`config.mk`:
```
export PLATFORM = sky130hd
export DESIGN_NAME = execution_unit
export DESIGN_NICKNAME = d
export VERILOG_FILES = /design/src/hdl/cpu_types_pkg.sv /design/src/hdl/x86_decode_pkg.sv /design/src/hdl/decoded_instr_if.sv /design/src/hdl/execution_unit.sv /design/src/hdl/mov_executor.sv /design/src/hdl/decoded_instr_fifo.sv /design/src/hdl/instruction_decoder.sv /design/src/hdl/address_generator.sv /design/src/hdl/register_file.sv
export SDC_FILE = /design/constraint.sdc
export NUM_CORES = 1
export LEC_CHECK = 0
export BUFFER_PORTS_ARGS = -buffer_cell sky130_fd_sc_hd__buf_2
export CORE_UTILIZATION = 62
export DETAILED_ROUTE_END_ITERATION = 10
export GPL_ROUTABILITY_DRIVEN = 0
export PLACE_DENSITY_LB_ADDON = 0.05
export SYNTH_ARGS = -nofsm -noshare
export SYNTH_HDL_FRONTEND = slang
export SYNTH_HIERARCHICAL = 1
export SYNTH_SLANG_ARGS = --single-unit
export TNS_END_PERCENT = 10
```
`constraint.sdc`:
```
create_clock -name clk -period 9.68 [get_ports clk]
set_clock_uncertainty 0.2 [all_clocks]
set_input_delay 0.484 -clock clk [delete_from_list [all_inputs] [get_ports clk]]
set_output_delay 0.484 -clock clk [all_outputs]
set_load 0.02 [all_outputs]
```
`src/hdl/cpu_types_pkg.sv`:
```
package cpu_types_pkg;

    // one instruction or data byte
    typedef logic [7:0] byte_t;

    // register, immediate, displacement or bus data
    typedef logic [15:0] word_t;

    // physical memory address after segment relocation
    typedef logic [19:0] phys_addr_t;

    // register number from a ModR/M field or opcode low bits
    // word access uses 0-7 as AW, CW, DW, BW, SP, BP, IX, IY
    // byte access uses 0-3 as AL, CL, DL, BL and 4-7 as AH, CH, DH, BH
    typedef logic [2:0] reg_id_t;

    // command towards the bus unit
    typedef enum logic [1:0]
    {
        BUS_IDLE  = 2'd0,
        BUS_READ  = 2'd1,
        BUS_WRITE = 2'd2
    } bus_cmd_e;

endpackage
```
`src/hdl/x86_decode_pkg.sv`:
```
package x86_decode_pkg;

    import cpu_types_pkg::*;

    // class of a decoded instruction
    // anything outside the MOV family decodes to KIND_NOP and retires without effect
    typedef enum logic [2:0]
    {
        KIND_NOP          = 3'd0,
        KIND_RM_FROM_REG  = 3'd1,
        KIND_REG_FROM_RM  = 3'd2,
        KIND_REG_FROM_IMM = 3'd3,
        KIND_RM_FROM_IMM  = 3'd4
    } mov_kind_e;

    // opcode pairs with the word bit (bit 0) clear
    // 88/89 register to r/m
    localparam byte_t OPC_MOV_RM_REG = 8'h88;
    // 8A/8B r/m to register
    localparam byte_t OPC_MOV_REG_RM = 8'h8A;
    // C6/C7 immediate to r/m
    localparam byte_t OPC_MOV_RM_IMM = 8'hC6;

    // B0-BF group base, bit 3 is the word bit and bits 2:0 the register
    localparam byte_t OPC_MOV_REG_IMM = 8'hB0;

    // mod 11 means rm names a register instead of memory
    localparam logic [1:0] MOD_REGISTER = 2'b11;

endpackage

```
`src/hdl/decoded_instr_if.sv`:
```
`timescale 1ns/1ns

interface decoded_instr_if
    import cpu_types_pkg::*;
    import x86_decode_pkg::*;
();

    // handshake, transfer on a rising edge with both high
    logic       valid;
    logic       ready;

    // decoded fields, held stable while valid is high
    mov_kind_e  kind;
    logic       is_word;
    reg_id_t    reg_field;
    reg_id_t    rm_field;
    logic [1:0] mod;
    // disp is sign extended, imm is zero extended for byte operations
    word_t      disp;
    word_t      imm;

    modport source
    (
        output valid, kind, is_word, reg_field, rm_field, mod, disp, imm,
        input  ready
    );

    modport sink
    (
        input  valid, kind, is_word, reg_field, rm_field, mod, disp, imm,
        output ready
    );

endinterface

```
`src/hdl/execution_unit.sv`:
```
`timescale 1ns/1ns

module execution_unit
    import cpu_types_pkg::*;
#(
    parameter int FIFO_DEPTH = 4
)
(
    input  logic       clk,
    input  logic       reset,

    // prefetch queue
    input  byte_t      prefetch_data,
    input  logic       queue_empty,
    output logic       queue_pop,

    // segment values for address relocation
    input  word_t      seg_ds,
    input  word_t      seg_ss,

    // bus unit
    output bus_cmd_e   bus_command,
    output phys_addr_t bus_address,
    output logic       bus_word,
    output word_t      data_out,
    input  word_t      data_in,
    input  logic       bus_command_done,

    output logic       instruction_done
);

    // decoder to buffer, and buffer to executor
    decoded_instr_if decoded ();
    decoded_instr_if buffered ();

    instruction_decoder decoder_i
    (
        .clk           (clk),
        .reset         (reset),
        .prefetch_data (prefetch_data),
        .queue_empty   (queue_empty),
        .queue_pop     (queue_pop),
        .instr         (decoded.source)
    );

    decoded_instr_fifo #(
        .FIFO_DEPTH (FIFO_DEPTH)
    ) fifo_i (
        .clk   (clk),
        .reset (reset),
        .wr    (decoded.sink),
        .rd    (buffered.source)
    );

    mov_executor executor_i
    (
        .clk              (clk),
        .reset            (reset),
        .seg_ds           (seg_ds),
        .seg_ss           (seg_ss),
        .data_in          (data_in),
        .bus_command_done (bus_command_done),
        .bus_command      (bus_command),
        .bus_address      (bus_address),
        .bus_word         (bus_word),
        .data_out         (data_out),
        .instruction_done (instruction_done),
        .instr            (buffered.sink)
    );

endmodule

```
`src/hdl/mov_executor.sv`:
```
`timescale 1ns/1ns

module mov_executor
    import cpu_types_pkg::*;
    import x86_decode_pkg::*;
(
    input  logic          clk,
    input  logic          reset,
    input  word_t         seg_ds,
    input  word_t         seg_ss,
    input  word_t         data_in,
    input  logic          bus_command_done,
    output bus_cmd_e      bus_command,
    output phys_addr_t    bus_address,
    output logic          bus_word,
    output word_t         data_out,
    output logic          instruction_done,
    decoded_instr_if.sink instr
);

    typedef enum logic [1:0]
    {
        IDLE,
        BUS_WAIT,
        RETIRE_REG
    } state_e;

    state_e     state;

    // instruction in progress
    mov_kind_e  kind;
    logic       is_word;
    reg_id_t    reg_field;
    reg_id_t    rm_field;
    logic [1:0] mod;
    word_t      disp;
    // source value, taken from the register file or the immediate at acceptance
    word_t      operand;

    logic       accept;
    logic       to_memory;

    logic       reg_we;
    reg_id_t    write_id;
    word_t      write_data;
    reg_id_t    read_id_a;
    logic       read_word;
    word_t      read_data_a;
    word_t      read_data_b;
    reg_id_t    base_id;
    reg_id_t    index_id;

    // one instruction at a time
    assign instr.ready = state == IDLE;
    assign accept      = instr.valid && instr.ready;

    // every kind with an r/m operand goes to the bus unless mod selects a register
    assign to_memory = (instr.mod != MOD_REGISTER)
                    && (instr.kind != KIND_NOP) && (instr.kind != KIND_REG_FROM_IMM);

    // in IDLE port a fetches the source operand straight off the interface
    // afterwards both ports serve the address generator with word reads
    assign read_id_a = (state != IDLE) ? base_id :
                       (instr.kind == KIND_REG_FROM_RM) ? instr.rm_field : instr.reg_field;
    assign read_word = (state == IDLE) ? instr.is_word : 1'b1;

    // rm is the destination for 88/89 and C6/C7, reg for the rest
    assign write_id   = (kind == KIND_RM_FROM_REG || kind == KIND_RM_FROM_IMM) ? rm_field
                                                                               : reg_field;
    assign write_data = (state == BUS_WAIT) ? data_in : operand;
    assign reg_we     = (state == RETIRE_REG && kind != KIND_NOP)
                     || (state == BUS_WAIT && bus_command_done && kind == KIND_REG_FROM_RM);

    always_comb
    begin
        if (state != BUS_WAIT)
            bus_command = BUS_IDLE;
        else if (kind == KIND_REG_FROM_RM)
            bus_command = BUS_READ;
        else
            bus_command = BUS_WRITE;
    end

    // byte data sits in the low half of the operand
    assign bus_word = is_word;
    assign data_out = operand;

    assign instruction_done = (state == RETIRE_REG) || (state == BUS_WAIT && bus_command_done);

    always_ff @(posedge clk)
    begin
        if (reset)
            state <= IDLE;
        else
        begin
            case (state)
                IDLE:
                    if (accept)
                        state <= to_memory ? BUS_WAIT : RETIRE_REG;
                BUS_WAIT:
                    if (bus_command_done)
                        state <= IDLE;
                default:
                    state <= IDLE;
            endcase
        end
    end

    always_ff @(posedge clk)
    begin
        if (accept)
        begin
            kind      <= instr.kind;
            is_word   <= instr.is_word;
            reg_field <= instr.reg_field;
            rm_field  <= instr.rm_field;
            mod       <= instr.mod;
            disp      <= instr.disp;
            operand   <= (instr.kind == KIND_REG_FROM_IMM || instr.kind == KIND_RM_FROM_IMM)
                         ? instr.imm : read_data_a;
        end
    end

    register_file register_file_i
    (
        .clk         (clk),
        .reset       (reset),
        .we          (reg_we),
        .write_id    (write_id),
        .write_word  (is_word),
        .write_data  (write_data),
        .read_id_a   (read_id_a),
        .read_id_b   (index_id),
        .read_word   (read_word),
        .read_data_a (read_data_a),
        .read_data_b (read_data_b)
    );

    address_generator address_generator_i
    (
        .mod              (mod),
        .rm               (rm_field),
        .disp             (disp),
        .base_value       (read_data_a),
        .index_value      (read_data_b),
        .seg_ds           (seg_ds),
        .seg_ss           (seg_ss),
        .base_id          (base_id),
        .index_id         (index_id),
        .physical_address (bus_address)
    );

endmodule

```
`src/hdl/decoded_instr_fifo.sv`:
```
`timescale 1ns/1ns

module decoded_instr_fifo
    import cpu_types_pkg::*;
    import x86_decode_pkg::*;
#(
    parameter int FIFO_DEPTH = 4
)
(
    input  logic            clk,
    input  logic            reset,
    decoded_instr_if.sink   wr,
    decoded_instr_if.source rd
);

    localparam int PTR_W   = $clog2(FIFO_DEPTH);
    localparam int KIND_W  = $bits(mov_kind_e);
    localparam int ENTRY_W = KIND_W + 1 + 2 * $bits(reg_id_t) + 2 + 2 * $bits(word_t);

    // one packed decoded instruction per slot
    logic [ENTRY_W-1:0] mem [FIFO_DEPTH];

    logic [PTR_W-1:0]   wr_ptr;
    logic [PTR_W-1:0]   rd_ptr;
    logic [PTR_W:0]     count;
    logic               full;
    logic               push;
    logic               pop;
    logic [KIND_W-1:0]  head_kind;

    assign full = count == (PTR_W + 1)'(FIFO_DEPTH);

    // a full buffer still takes a new entry when the head leaves in the same cycle
    assign wr.ready = !full || rd.ready;
    assign rd.valid = count != '0;

    assign push = wr.valid && wr.ready;
    assign pop  = rd.valid && rd.ready;

    assign {head_kind, rd.is_word, rd.reg_field, rd.rm_field, rd.mod, rd.disp, rd.imm} =
        mem[rd_ptr];
    assign rd.kind = mov_kind_e'(head_kind);

    always_ff @(posedge clk)
    begin
        if (push)
            mem[wr_ptr] <= {wr.kind, wr.is_word, wr.reg_field, wr.rm_field, wr.mod,
                            wr.disp, wr.imm};
    end

    // pointers wrap on their own since the depth is a power of two
    always_ff @(posedge clk)
    begin
        if (reset)
        begin
            wr_ptr <= '0;
            rd_ptr <= '0;
            count  <= '0;
        end
        else
        begin
            if (push)
                wr_ptr <= wr_ptr + PTR_W'(1);
            if (pop)
                rd_ptr <= rd_ptr + PTR_W'(1);
            case ({push, pop})
                2'b10:   count <= count + (PTR_W + 1)'(1);
                2'b01:   count <= count - (PTR_W + 1)'(1);
                default: count <= count;
            endcase
        end
    end

endmodule

```
`src/hdl/instruction_decoder.sv`:
```
`timescale 1ns/1ns

module instruction_decoder
    import cpu_types_pkg::*;
    import x86_decode_pkg::*;
(
    input  logic            clk,
    input  logic            reset,
    input  byte_t           prefetch_data,
    input  logic            queue_empty,
    output logic            queue_pop,
    decoded_instr_if.source instr
);

    typedef enum logic [2:0]
    {
        OPCODE,
        MODRM,
        DISP_LOW,
        DISP_HIGH,
        IMM_LOW,
        IMM_HIGH,
        OFFER
    } state_e;

    state_e     state;

    // instruction under assembly
    mov_kind_e  kind;
    logic       is_word;
    reg_id_t    reg_field;
    reg_id_t    rm_field;
    logic [1:0] mod;
    word_t      disp;
    word_t      imm;

    // class of the byte on prefetch_data when read as an opcode
    mov_kind_e  opc_kind;
    // the byte on prefetch_data, read as ModR/M, asks for a displacement
    logic       modrm_has_disp;
    // where to go once the displacement bytes are in
    state_e     after_disp;

    always_comb
    begin
        if (prefetch_data[7:1] == OPC_MOV_RM_REG[7:1])
            opc_kind = KIND_RM_FROM_REG;
        else if (prefetch_data[7:1] == OPC_MOV_REG_RM[7:1])
            opc_kind = KIND_REG_FROM_RM;
        else if (prefetch_data[7:1] == OPC_MOV_RM_IMM[7:1])
            opc_kind = KIND_RM_FROM_IMM;
        else if (prefetch_data[7:4] == OPC_MOV_REG_IMM[7:4])
            opc_kind = KIND_REG_FROM_IMM;
        else
            opc_kind = KIND_NOP;
    end

    // mod 01 and 10 always carry a displacement
    // mod 00 only for the direct address form rm 110
    assign modrm_has_disp = (prefetch_data[7:6] == 2'b01) || (prefetch_data[7:6] == 2'b10)
                         || (prefetch_data[7:6] == 2'b00 && prefetch_data[2:0] == 3'b110);

    // only C6/C7 have an immediate after the displacement
    assign after_disp = (kind == KIND_RM_FROM_IMM) ? IMM_LOW : OFFER;

    // pop in every fetch state as long as a byte is there
    assign queue_pop = (state != OFFER) && !queue_empty;

    assign instr.valid     = state == OFFER;
    assign instr.kind      = kind;
    assign instr.is_word   = is_word;
    assign instr.reg_field = reg_field;
    assign instr.rm_field  = rm_field;
    assign instr.mod       = mod;
    assign instr.disp      = disp;
    assign instr.imm       = imm;

    always_ff @(posedge clk)
    begin
        if (reset)
            state <= OPCODE;
        else if (state == OFFER)
        begin
            if (instr.ready)
                state <= OPCODE;
        end
        else if (!queue_empty)
        begin
            case (state)
                OPCODE:
                begin
                    kind      <= opc_kind;
                    // B0-BF keep the word bit in bit 3 and the register in bits 2:0
                    is_word   <= (opc_kind == KIND_REG_FROM_IMM) ? prefetch_data[3]
                                                                 : prefetch_data[0];
                    reg_field <= prefetch_data[2:0];
                    mod       <= MOD_REGISTER;
                    if (opc_kind == KIND_NOP)
                        state <= OFFER;
                    else if (opc_kind == KIND_REG_FROM_IMM)
                        state <= IMM_LOW;
                    else
                        state <= MODRM;
                end
                MODRM:
                begin
                    mod       <= prefetch_data[7:6];
                    reg_field <= prefetch_data[5:3];
                    rm_field  <= prefetch_data[2:0];
                    disp      <= '0;
                    state     <= modrm_has_disp ? DISP_LOW : after_disp;
                end
                DISP_LOW:
                begin
                    // disp8 is sign extended, a high byte may overwrite it
                    disp  <= {{8{prefetch_data[7]}}, prefetch_data};
                    state <= (mod == 2'b01) ? after_disp : DISP_HIGH;
                end
                DISP_HIGH:
                begin
                    disp[15:8] <= prefetch_data;
                    state      <= after_disp;
                end
                IMM_LOW:
                begin
                    imm   <= {8'h00, prefetch_data};
                    state <= is_word ? IMM_HIGH : OFFER;
                end
                IMM_HIGH:
                begin
                    imm[15:8] <= prefetch_data;
                    state     <= OFFER;
                end
                default:
                    state <= OPCODE;
            endcase
        end
    end

endmodule

```
`src/hdl/address_generator.sv`:
```
`timescale 1ns/1ns

module address_generator
    import cpu_types_pkg::*;
(
    input  logic [1:0] mod,
    input  reg_id_t    rm,
    input  word_t      disp,
    input  word_t      base_value,
    input  word_t      index_value,
    input  word_t      seg_ds,
    input  word_t      seg_ss,
    output reg_id_t    base_id,
    output reg_id_t    index_id,
    output phys_addr_t physical_address
);

    // word register numbers taking part in addressing
    localparam reg_id_t ID_BW = 3'd3;
    localparam reg_id_t ID_BP = 3'd5;
    localparam reg_id_t ID_IX = 3'd6;
    localparam reg_id_t ID_IY = 3'd7;

    logic  direct;
    word_t offset;
    word_t segment;

    // rm 0,1,7 on BW, rm 2,3,6 on BP, rm 4 and 5 on IX and IY alone
    always_comb
    begin
        case (rm)
            3'd0, 3'd1, 3'd7: base_id = ID_BW;
            3'd4:             base_id = ID_IX;
            3'd5:             base_id = ID_IY;
            default:          base_id = ID_BP;
        endcase
    end

    // only rm 0-3 add an index, even rm takes IX and odd rm IY
    assign index_id = rm[0] ? ID_IY : ID_IX;

    // mod 00 with rm 110 is a bare 16-bit address
    assign direct = (mod == 2'b00) && (rm == 3'd6);

    // offsets wrap at 16 bits
    always_comb
    begin
        if (direct)
            offset = disp;
        else if (!rm[2])
            offset = base_value + index_value + disp;
        else
            offset = base_value + disp;
    end

    // BP based modes default to the stack segment
    assign segment = (base_id == ID_BP && !direct) ? seg_ss : seg_ds;

    // segment * 16 + offset, wrapping at 1 MiB
    assign physical_address = {segment, 4'h0} + {4'h0, offset};

endmodule

```
`src/hdl/register_file.sv`:
```
`timescale 1ns/1ns

module register_file
    import cpu_types_pkg::*;
(
    input  logic    clk,
    input  logic    reset,
    input  logic    we,
    input  reg_id_t write_id,
    input  logic    write_word,
    input  word_t   write_data,
    input  reg_id_t read_id_a,
    input  reg_id_t read_id_b,
    input  logic    read_word,
    output word_t   read_data_a,
    output word_t   read_data_b
);

    // AW, CW, DW, BW, SP, BP, IX, IY
    word_t regs [8];

    // byte ids 4-7 are the high halves of registers 0-3
    function automatic word_t read_reg(reg_id_t id);
        if (read_word)
            return regs[id];
        else if (id[2])
            return {8'h00, regs[id[1:0]][15:8]};
        else
            return {8'h00, regs[id[1:0]][7:0]};
    endfunction

    always_comb
    begin
        read_data_a = read_reg(read_id_a);
        read_data_b = read_reg(read_id_b);
    end

    // a byte write leaves the other half alone
    always_ff @(posedge clk)
    begin
        if (reset)
        begin
            for (int i = 0; i < 8; i++)
                regs[i] <= '0;
        end
        else if (we)
        begin
            if (write_word)
                regs[write_id] <= write_data;
            else if (write_id[2])
                regs[write_id[1:0]][15:8] <= write_data[7:0];
            else
                regs[write_id[1:0]][7:0] <= write_data[7:0];
        end
    end

endmodule

```
Word-level counts from Yosys, hierarchy flattened --
Memories as Yosys holds them, arrays and structs flattened. A register that Yosys moved wholly into a read port is not among the register bits. Cells that the tools add are included.
Word-level totals: flip-flop bits (word level) 100, memory bits (writable) 304, bits of input ports 60, output and inout bits 41, memories kept 2
Memories:
- fifo_i.mem | words 4, bits a word 44, rd ports 1, clocked after memory_dff 1, wr ports 1, RTL line decoded_instr_fifo.sv:21 | logic [ENTRY_W-1:0] mem [FIFO_DEPTH];
- executor_i.register_file_i.regs | words 8, bits a word 16, rd ports 4, clocked after memory_dff 0, wr ports 8, RTL line register_file.sv:20 | word_t regs [8];
Cells by class: add/sub/neg operators 8, eq/ne operators 41, muxes and demuxes 68, bitwise operators 3, reductions and logical operators 48
Operator list (number):
- $mux 16 | 9
- $add 16x16->16 | 3
- $mux 3 | 15
- $eq 3x3->1 const B | 13
- $pmux 8 s2 | 2
- $reduce_or 16->1 | 2
- $reduce_and 4->1 | 7
- $pmux 8 s3 | 1
- $mux 1 | 22
- $mux 2 | 11
- $eq 7x7->1 const B | 3
- $add 20x16->20 | 1
- $eq 3x2->1 const B | 6
- $pmux 3 s6 | 1
- $mux 8 | 2
- $pmux 3 s2 | 2
- $reduce_bool 3->1 | 4
- $logic_and 1x1->1 | 11
- $reduce_bool 2->1 | 5
- $eq 3x1->1 const B | 3
- $logic_not 3->1 | 3
- $pmux 3 s3 | 1
- $eq 2x1->1 const B | 4
- $ne 2x2->1 const B | 4
- other kinds (15) | 33

Depth between registers and ports, before layout --
Gate-level depths: netlist of the first run. An unclocked memory read counts as a cell.
depth after elaboration 12, mapped depth 32, gate-level depth less buffers 27

Modules after synthesis --
Netlist of the first run, hierarchy kept.
By module, submodules not included:
- register_file | instances 1, cells each 559, area each 7388.3 µm², sequential area each 3843.7 µm²
- decoded_instr_fifo | instances 1, cells each 282, area each 6801.5 µm², sequential area each 5465.2 µm²
- address_generator | instances 1, cells each 365, area each 2862.7 µm², sequential area each 0.0 µm²
- instruction_decoder | instances 1, cells each 153, area each 2013.2 µm², sequential area each 1381.3 µm²
- mov_executor | instances 1, cells each 118, area each 1989.4 µm², sequential area each 1361.3 µm²

Worst setup path after synthesis of the first run --
No wires, ideal clock.
path type reg2out, from register with a tool-made name, to output port bus_address[18], data arrival time 7019 ps, data required time 8996 ps, slack 1977 ps, stages on the path, launching flop included 26, cell sequence dfxtp_1 -> buf_2 -> buf_2 -> mux4_2 -> nor3b_1 -> mux2i_1 -> a21oi_1 -> buf_2 -> mux4_2 -> nor2b_1 -> a31o_1 -> fa_1 -> ha_1 -> fa_1 -> a21oi_1 -> o21ai_1 -> a31oi_2 -> o21ai_1 -> a2111oi_0 -> o41ai_1 -> ha_1 -> a21oi_1 -> o21bai_1 -> a221oi_1 -> nor2_1 -> xnor2_1
RTL lines:
- end: declaration | RTL line execution_unit.sv:23 | output phys_addr_t bus_address,

==> results of run 1 <==
worst max-delay path, cell delays in order, from the launching register on:
cell and delay, ps:
dfxtp_2 390, mux4_2 610, nor3b_1 570, mux2i_1 260, a21oi_4 620, buf_4 390, mux2i_1 440, a22oi_1 170
a31o_1 400, fa_1 510, ha_1 350, o21ai_0 120, o21bai_1 150, o41ai_2 370, o21ai_2 180, a2111oi_4 360
o21ai_1 90, and4_1 250, ha_1 360, inv_1 110, o221ai_1 100, o21bai_1 210, nor3_1 230, o21bai_1 120
nand2_1 90, xor2_1 150, buf_2 180
state kept, by name, summed over array words and instances (netlist names), named ones only:
| name | flops |
|---|---|
| decoder_i/instr.disp | 16 |
| decoder_i/instr.imm | 16 |
| decoder_i/instr.is_word | 1 |
| decoder_i/instr.kind | 3 |
| decoder_i/instr.mod | 2 |
| decoder_i/instr.reg_field | 3 |
| decoder_i/instr.rm_field | 3 |
| decoder_i/state | 3 |
| executor_i/bus_word | 1 |
| executor_i/data_out | 16 |
| executor_i/disp | 16 |
| executor_i/kind | 3 |
| executor_i/mod | 2 |
| executor_i/reg_field | 3 |
| executor_i/register_file_i/regs | 128 |
| executor_i/rm_field | 3 |
| executor_i/state | 2 |
| fifo_i/count | 3 |
| fifo_i/mem | 176 |
| fifo_i/rd_ptr | 2 |
| fifo_i/wr_ptr | 2 |
per-layer routing:
| metal | part of all wire | GRT usage | vias up | wire, um |
|---|---|---|---|---|
| li1 | - | - | 5856 | - |
| met1 | 0.41 | 0.421 | 6437 | 21300 |
| met2 | 0.49 | 0.496 | 553 | 25100 |
| met3 | 0.065 | 0.0366 | 110 | 3370 |
| met4 | 0.035 | 0.113 | 0 | 1810 |
| met5 | 0 | 0 | - | 0 |
cell usage after synthesis, types with 4 or more instances:
master      n  share of area
nor4_1      4         0.0012
edfxtp_1  392           0.56
fa_1       19          0.018
o21ai_0    31         0.0074
mux2_2     52          0.028
nor2b_1    46          0.014
nand4_1     5         0.0015
dfxtp_1    14          0.013
o31ai_1     4         0.0014
nor3_1     10         0.0024
clkbuf_1   32         0.0057
a21oi_1    53          0.013
o22ai_1     5         0.0015
mux4_2     76          0.081
o21bai_1    9         0.0032
ha_1       48          0.029
buf_12      4         0.0038
or3_1       6         0.0018
a211oi_1    6         0.0021
o21ai_1     6         0.0014
nand2_1    46         0.0082
buf_2      24         0.0057
xnor2_1    25          0.010
a22oi_1    34          0.012
o211ai_1    4         0.0014
nand3_1    10         0.0024
buf_1       5        0.00089
or2_2       4         0.0012
and2_1     58          0.017
and3_1     33         0.0098
a21o_1     11         0.0039
xor2_1     20         0.0083
buf_6       8         0.0043
a31o_1     16         0.0067
inv_1      33         0.0059
mux2i_1   119          0.057
nand2b_1   22         0.0065
nor2_1    112          0.020
cells by family (layout without fill, tap and decap cells):
logic type,count (synthesis),after routing,share of synthesized area
xor+xnor,45,45,0.0187
flops,406,406,0.572
compound gates,214,214,0.0700
mux,247,247,0.166
simple gates,385,385,0.0982
fa+ha+maj,67,67,0.0466
buf+inv,112,230,0.0283
other cells,1,2,0.000178
final cells by class:
| cell class | instances | area share |
|---|---|---|
| clock buffers | 48 | 0.0471 |
| clock inverters | 27 | 0.0129 |
| inverters | 33 | 0.00533 |
| multi-input cells | 960 | 0.363 |
| flip-flops and latches | 406 | 0.518 |
| well taps | 448 | 0.0241 |
| repair buffers | 122 | 0.0286 |
worst paths after layout:
path / start / to / slack, ps / cells after the start
worst max register to register: flip-flop / executor_i/data_out[15] / 4850 / 9
worst min register to register: decoder_i/instr.imm[14] / fifo_i/mem[2][14] / 300 / 0
worst min-delay path: prefetch_data[7] / decoder_i/instr.imm[7] / 40 / 1
worst max-delay path: flip-flop / bus_address[19] / 660 / 26
per-stage QoR:
| stage | hold slack [ps] | std cells | utilization | instance area, um^2 |
|---|---|---|---|---|
| 4_1_cts | 10.6 | 2044 | 0.695 | 23200 |
| 3_3_place_gp | 273 | 1969 | 0.653 | 21800 |
| 3_5_place_dp | 281 | 1969 | 0.653 | 21800 |
| 6_report | 41.0 | 2044 | 0.695 | 23200 |
| 2_1_floorplan | 259 | 1478 | - | 21100 |
| 5_1_grt | 19.2 | 2044 | 0.695 | 23200 |
==> flow_metrics.tcl, run 1 <==
set metrics [dict create \
    grt_max_degree 57 \
    hpwl_mm 36.0 \
    die_h_um 186 \
    drive_above_1_share 0.218 \
    syn_to_final_growth_pct 10.4 \
    grt_pass1_vias 12400 \
    wl_per_cell_um 25.3 \
    worst_slack_ps 659 \
    antennaDiodeCount 0 \
    slew_headroom 0.187 \
    via_count 13000 \
    clk_latency_ps 550 \
    cts_tree "yes" \
    cp-start-kind "flip-flop" \
    yosysUniqueCellTypes 85 \
    initial_core_util 0.629 \
    grt.overflow.total 0 \
    syn_area_per_cell_um2 14.3 \
    critPathKind "reg2out" \
    yosysSeqAreaShare 0.572 \
    antenna_found_initial 0 \
    htreeDepth 2 \
    ios 101 \
    hold_buffers 0 \
    drt-initial-drc-count 1303 \
    synthArstFlopShare 0 \
    final_common_cell "edfxtp_1" \
    crit_arrival_ps 8340 \
    drtPass1Iterations 5 \
    fin_nets 1691 \
    synth-edff-count 392 \
    syn_area_mm2 0.0211 \
    root_buffer "clkbuf_16" \
    crit_path_end_kind "output port" \
    core_mm2 0.0334 \
    ys_ff_latch 406 \
    cp.required_ps 9000 \
    viasPerCell 6.34 \
    seqCellArea_mm2 0.0121 \
    final.setup.tns_ps 0 \
    fmax_ghz 0.111 \
    finalSetupViolCount 0 \
    max_slew.worst_pin.slew_ps 1190 \
    yosys_warnings 6 \
    cts_max_path_buffers 3 \
    grt_pass1_wl_mm 75.6 \
    multiInputGateArea_mm2 0.00845 \
    cp_max_fo 13 \
    io_buffer_count 100 \
    finalCritPeriodShare 0.932 \
    post-route-min-period_ps 9020 \
    fp-row-count 67 \
    final-hold-violation-count 0 \
    clock_sinks 406 \
    grtUsageTotal 0.303 \
    ant_nets 0 \
    rsz0062_at_grt "no" \
    synthCells 1477 \
    path_clk_slew_ps 60 \
    finalWirelength_mm 51.7 \
    slew_viol_final 0 \
    fillCellCount 2285 \
    synth_ff_type "edfxtp_1" \
    dieArea_mm2 0.0347 \
    hold_path_class "in2reg" \
    post-cts-setup-buffers 0 \
    ctsResizeCount 0 \
    cap_violations 0 \
    dp_slack_ps 1310 \
    drc 0 \
    status "complete, no violations" \
    final_cell_mix "edfxtp_1 (392), mux2i_1 (119), nor2_1 (112)" \
    numCtsBuffers 41 \
    die_width_um 186 \
]
Power of run 1 is left out: the tool's default activity adds up to more than one toggle a clock period on the data nets, which glitch-free logic cannot reach.
==> run 2: changes to the inputs <==
--- a/config.mk
+++ b/config.mk
@@ -5,9 +5,9 @@
 export SDC_FILE = /design/constraint.sdc
 export NUM_CORES = 1
 export LEC_CHECK = 0
-export BUFFER_PORTS_ARGS = -buffer_cell sky130_fd_sc_hd__buf_2
-export CORE_UTILIZATION = 62
+export CORE_UTILIZATION = 64
 export DETAILED_ROUTE_END_ITERATION = 10
+export DONT_BUFFER_PORTS = 1
 export GPL_ROUTABILITY_DRIVEN = 0
 export PLACE_DENSITY_LB_ADDON = 0.05
 export SYNTH_ARGS = -nofsm -noshare
==> constraint.sdc (replaced) <==
create_clock -name clk -period 8.4 [get_ports clk]
set_clock_uncertainty 0.2 [all_clocks]
set_input_delay 0.42 -clock clk [delete_from_list [all_inputs] [get_ports clk]]
set_output_delay 0.42 -clock clk [all_outputs]
set_load 0.02 [all_outputs]
==> run 2 against run 1 <==
Against the previous run: final cell count is 3.2% lower; sequential share of layout area is 0.22 points higher; die area is 3.1% lower; routed wire length is 0.51% lower; global-route usage is 0.50 points higher; critical path depth is 2 lower; register-to-register slack worse by 1500 ps; clock-buffer cell count is 5 higher; core utilization is 1.8 points higher; worst hold slack worse by 31 ps; first-iteration DRC count is 2.1% higher; non-clock buffer count is 59 lower; highest routed layer is now met5.
==> flow_metrics.tcl, run 2 (same netlist as run 1, synthesis figures left out) <==
set metrics [dict create \
    clk_latency_ps 550 \
    cap_violations 0 \
    r2r_start "executor_i/state[1]" \
    cts_tree "yes" \
    dieArea_mm2 0.0336 \
    cp-start-kind "flip-flop" \
    drt-initial-drc-count 1330 \
    drc 0 \
    finalWirelength_mm 51.4 \
    drive_above_1_share 0.185 \
    numCtsBuffers 41 \
    initial_core_util 0.649 \
    fin_nets 1634 \
    crit_buf_inv 4 \
    largest_register_ff_count 176 \
    place_area_mm2 0.0215 \
    cp.required_ps 7780 \
    slew_headroom 0.226 \
    clock_sinks 406 \
    final-hold-violation-count 0 \
    fin_area_mm2 0.0232 \
    layout_top_registers "fifo_i/mem x176, executor_i/register_file_i/regs x128" \
    slew_viol_final 0 \
    io_buffer_count 0 \
    largest-register "fifo_i/mem" \
    core_mm2 0.0325 \
    finalSetupViolCount 0 \
    grt_max_degree 57 \
    grt_pass1_wl_mm 75.2 \
    hold_path_class "in2reg" \
    critPathKind "reg2out" \
    drtPass1Iterations 5 \
    path_clk_slew_ps 60 \
    crit_path_top_delay_cell "mux4_2" \
    crit_arrival_ps 7560 \
    finalCritPeriodShare 0.974 \
    max_slew.worst_pin.slew_ps 1140 \
    post-route-min-period_ps 8180 \
    via_count 12800 \
    cts_max_path_buffers 3 \
    htreeDepth 2 \
    hold_slack_ps 9.92 \
    die_h_um 183 \
    fmax_ghz 0.122 \
    grt.overflow.total 0 \
    grt_pass1_vias 12400 \
    cp_cell_sequence "mux4_2 > nor3b_2 > buf_4 > mux2i_4 > a21oi_4 > buf_4 > buf_4 > mux2i_1 > mux4_2 > nor2b_1 > fa_1 > ha_1 > a21oi_1 > o21bai_1 > a21oi_1 > o22ai_1 > o41ai_1 > ha_1 > a21oi_1 > o21bai_1 > a221oi_2 > nor2_1 > xnor2_1 > buf_4" \
    crit_path_end_kind "output port" \
    ant_nets 0 \
    fp-row-count 66 \
    die_width_um 183 \
    final_cell_mix "edfxtp_1 (392), mux2i_1 (116), nor2_1 (112)" \
    min-delay-start "prefetch_data[3]" \
    antenna_found_initial 2 \
    critPathMaxStageDelay_ps 590 \
    hpwl_mm 36.0 \
    root_buffer "clkbuf_16" \
    crit_family "compound AO/OA/AOI/OAI gates" \
    cp_max_fo 16 \
    ios 101 \
    viasPerCell 6.45 \
    status "complete, no violations" \
    stdcell_count 1978 \
    crit_top_cell "buf_4" \
    fillCellCount 2217 \
    grtUsageTotal 0.308 \
    wl_per_cell_um 26.0 \
    dp.cells 1883 \
    final_common_cell "edfxtp_1" \
    syn_to_final_growth_pct 9.95 \
]
[run 2: final cells by class]
| class | instances | area, um^2 | area share |
|---|---|---|---|
| multi-input cells | 962 | 8550 | 0.369 |
| clock buffers | 53 | 1070 | 0.0463 |
| clock inverters | 18 | 288 | 0.0124 |
| well taps | 442 | 553 | 0.0239 |
| repair buffers | 63 | 507 | 0.0219 |
| diodes | 1 | 2.50 | 0.000108 |
| inverters | 33 | 124 | 0.00535 |
| flip-flops and latches | 406 | 12100 | 0.521 |
[run 2: path summary, 6_finish.rpt]
path                                                 to  slack [ps]  cells past startpoint
setup reg to reg  executor_i/register_file_i/regs[7][6]        3360                      6
setup / recovery                        bus_address[18]         220                     24
hold reg to reg                       fifo_i/mem[1][10]         290                      0
hold / removal                 decoder_i/instr.disp[11]          10                      2
[run 2: timing repair]
action,4_1_cts,5_1_grt
hold endpoints to repair,61,0
setup endpoints to repair,5,8
gates cloned,1,1
pin swaps,1,4
resized for setup,3,19
hold buffers,12,0
setup buffers,0,9
[run 2: through the flow]
| step | TNS, ps | setup WS [ps] | utilization |
|---|---|---|---|
| after floorplan | 0 | 761 | - |
| after global placement | 0 | 448 | 0.662 |
| after detailed placement | 0 | 377 | 0.662 |
| after CTS | 0 | 6.60 | 0.708 |
| after global routing | -49.4 | -25.5 | 0.713 |
| final | 0 | 215 | 0.713 |
[run 2: metal layers]
layer  track usage  part of all wire
met3        0.0399             0.071
met5             0           0.00033
met1         0.416              0.40
met2         0.495              0.48
met4         0.157             0.053
Power of run 2 is left out for the same reason.
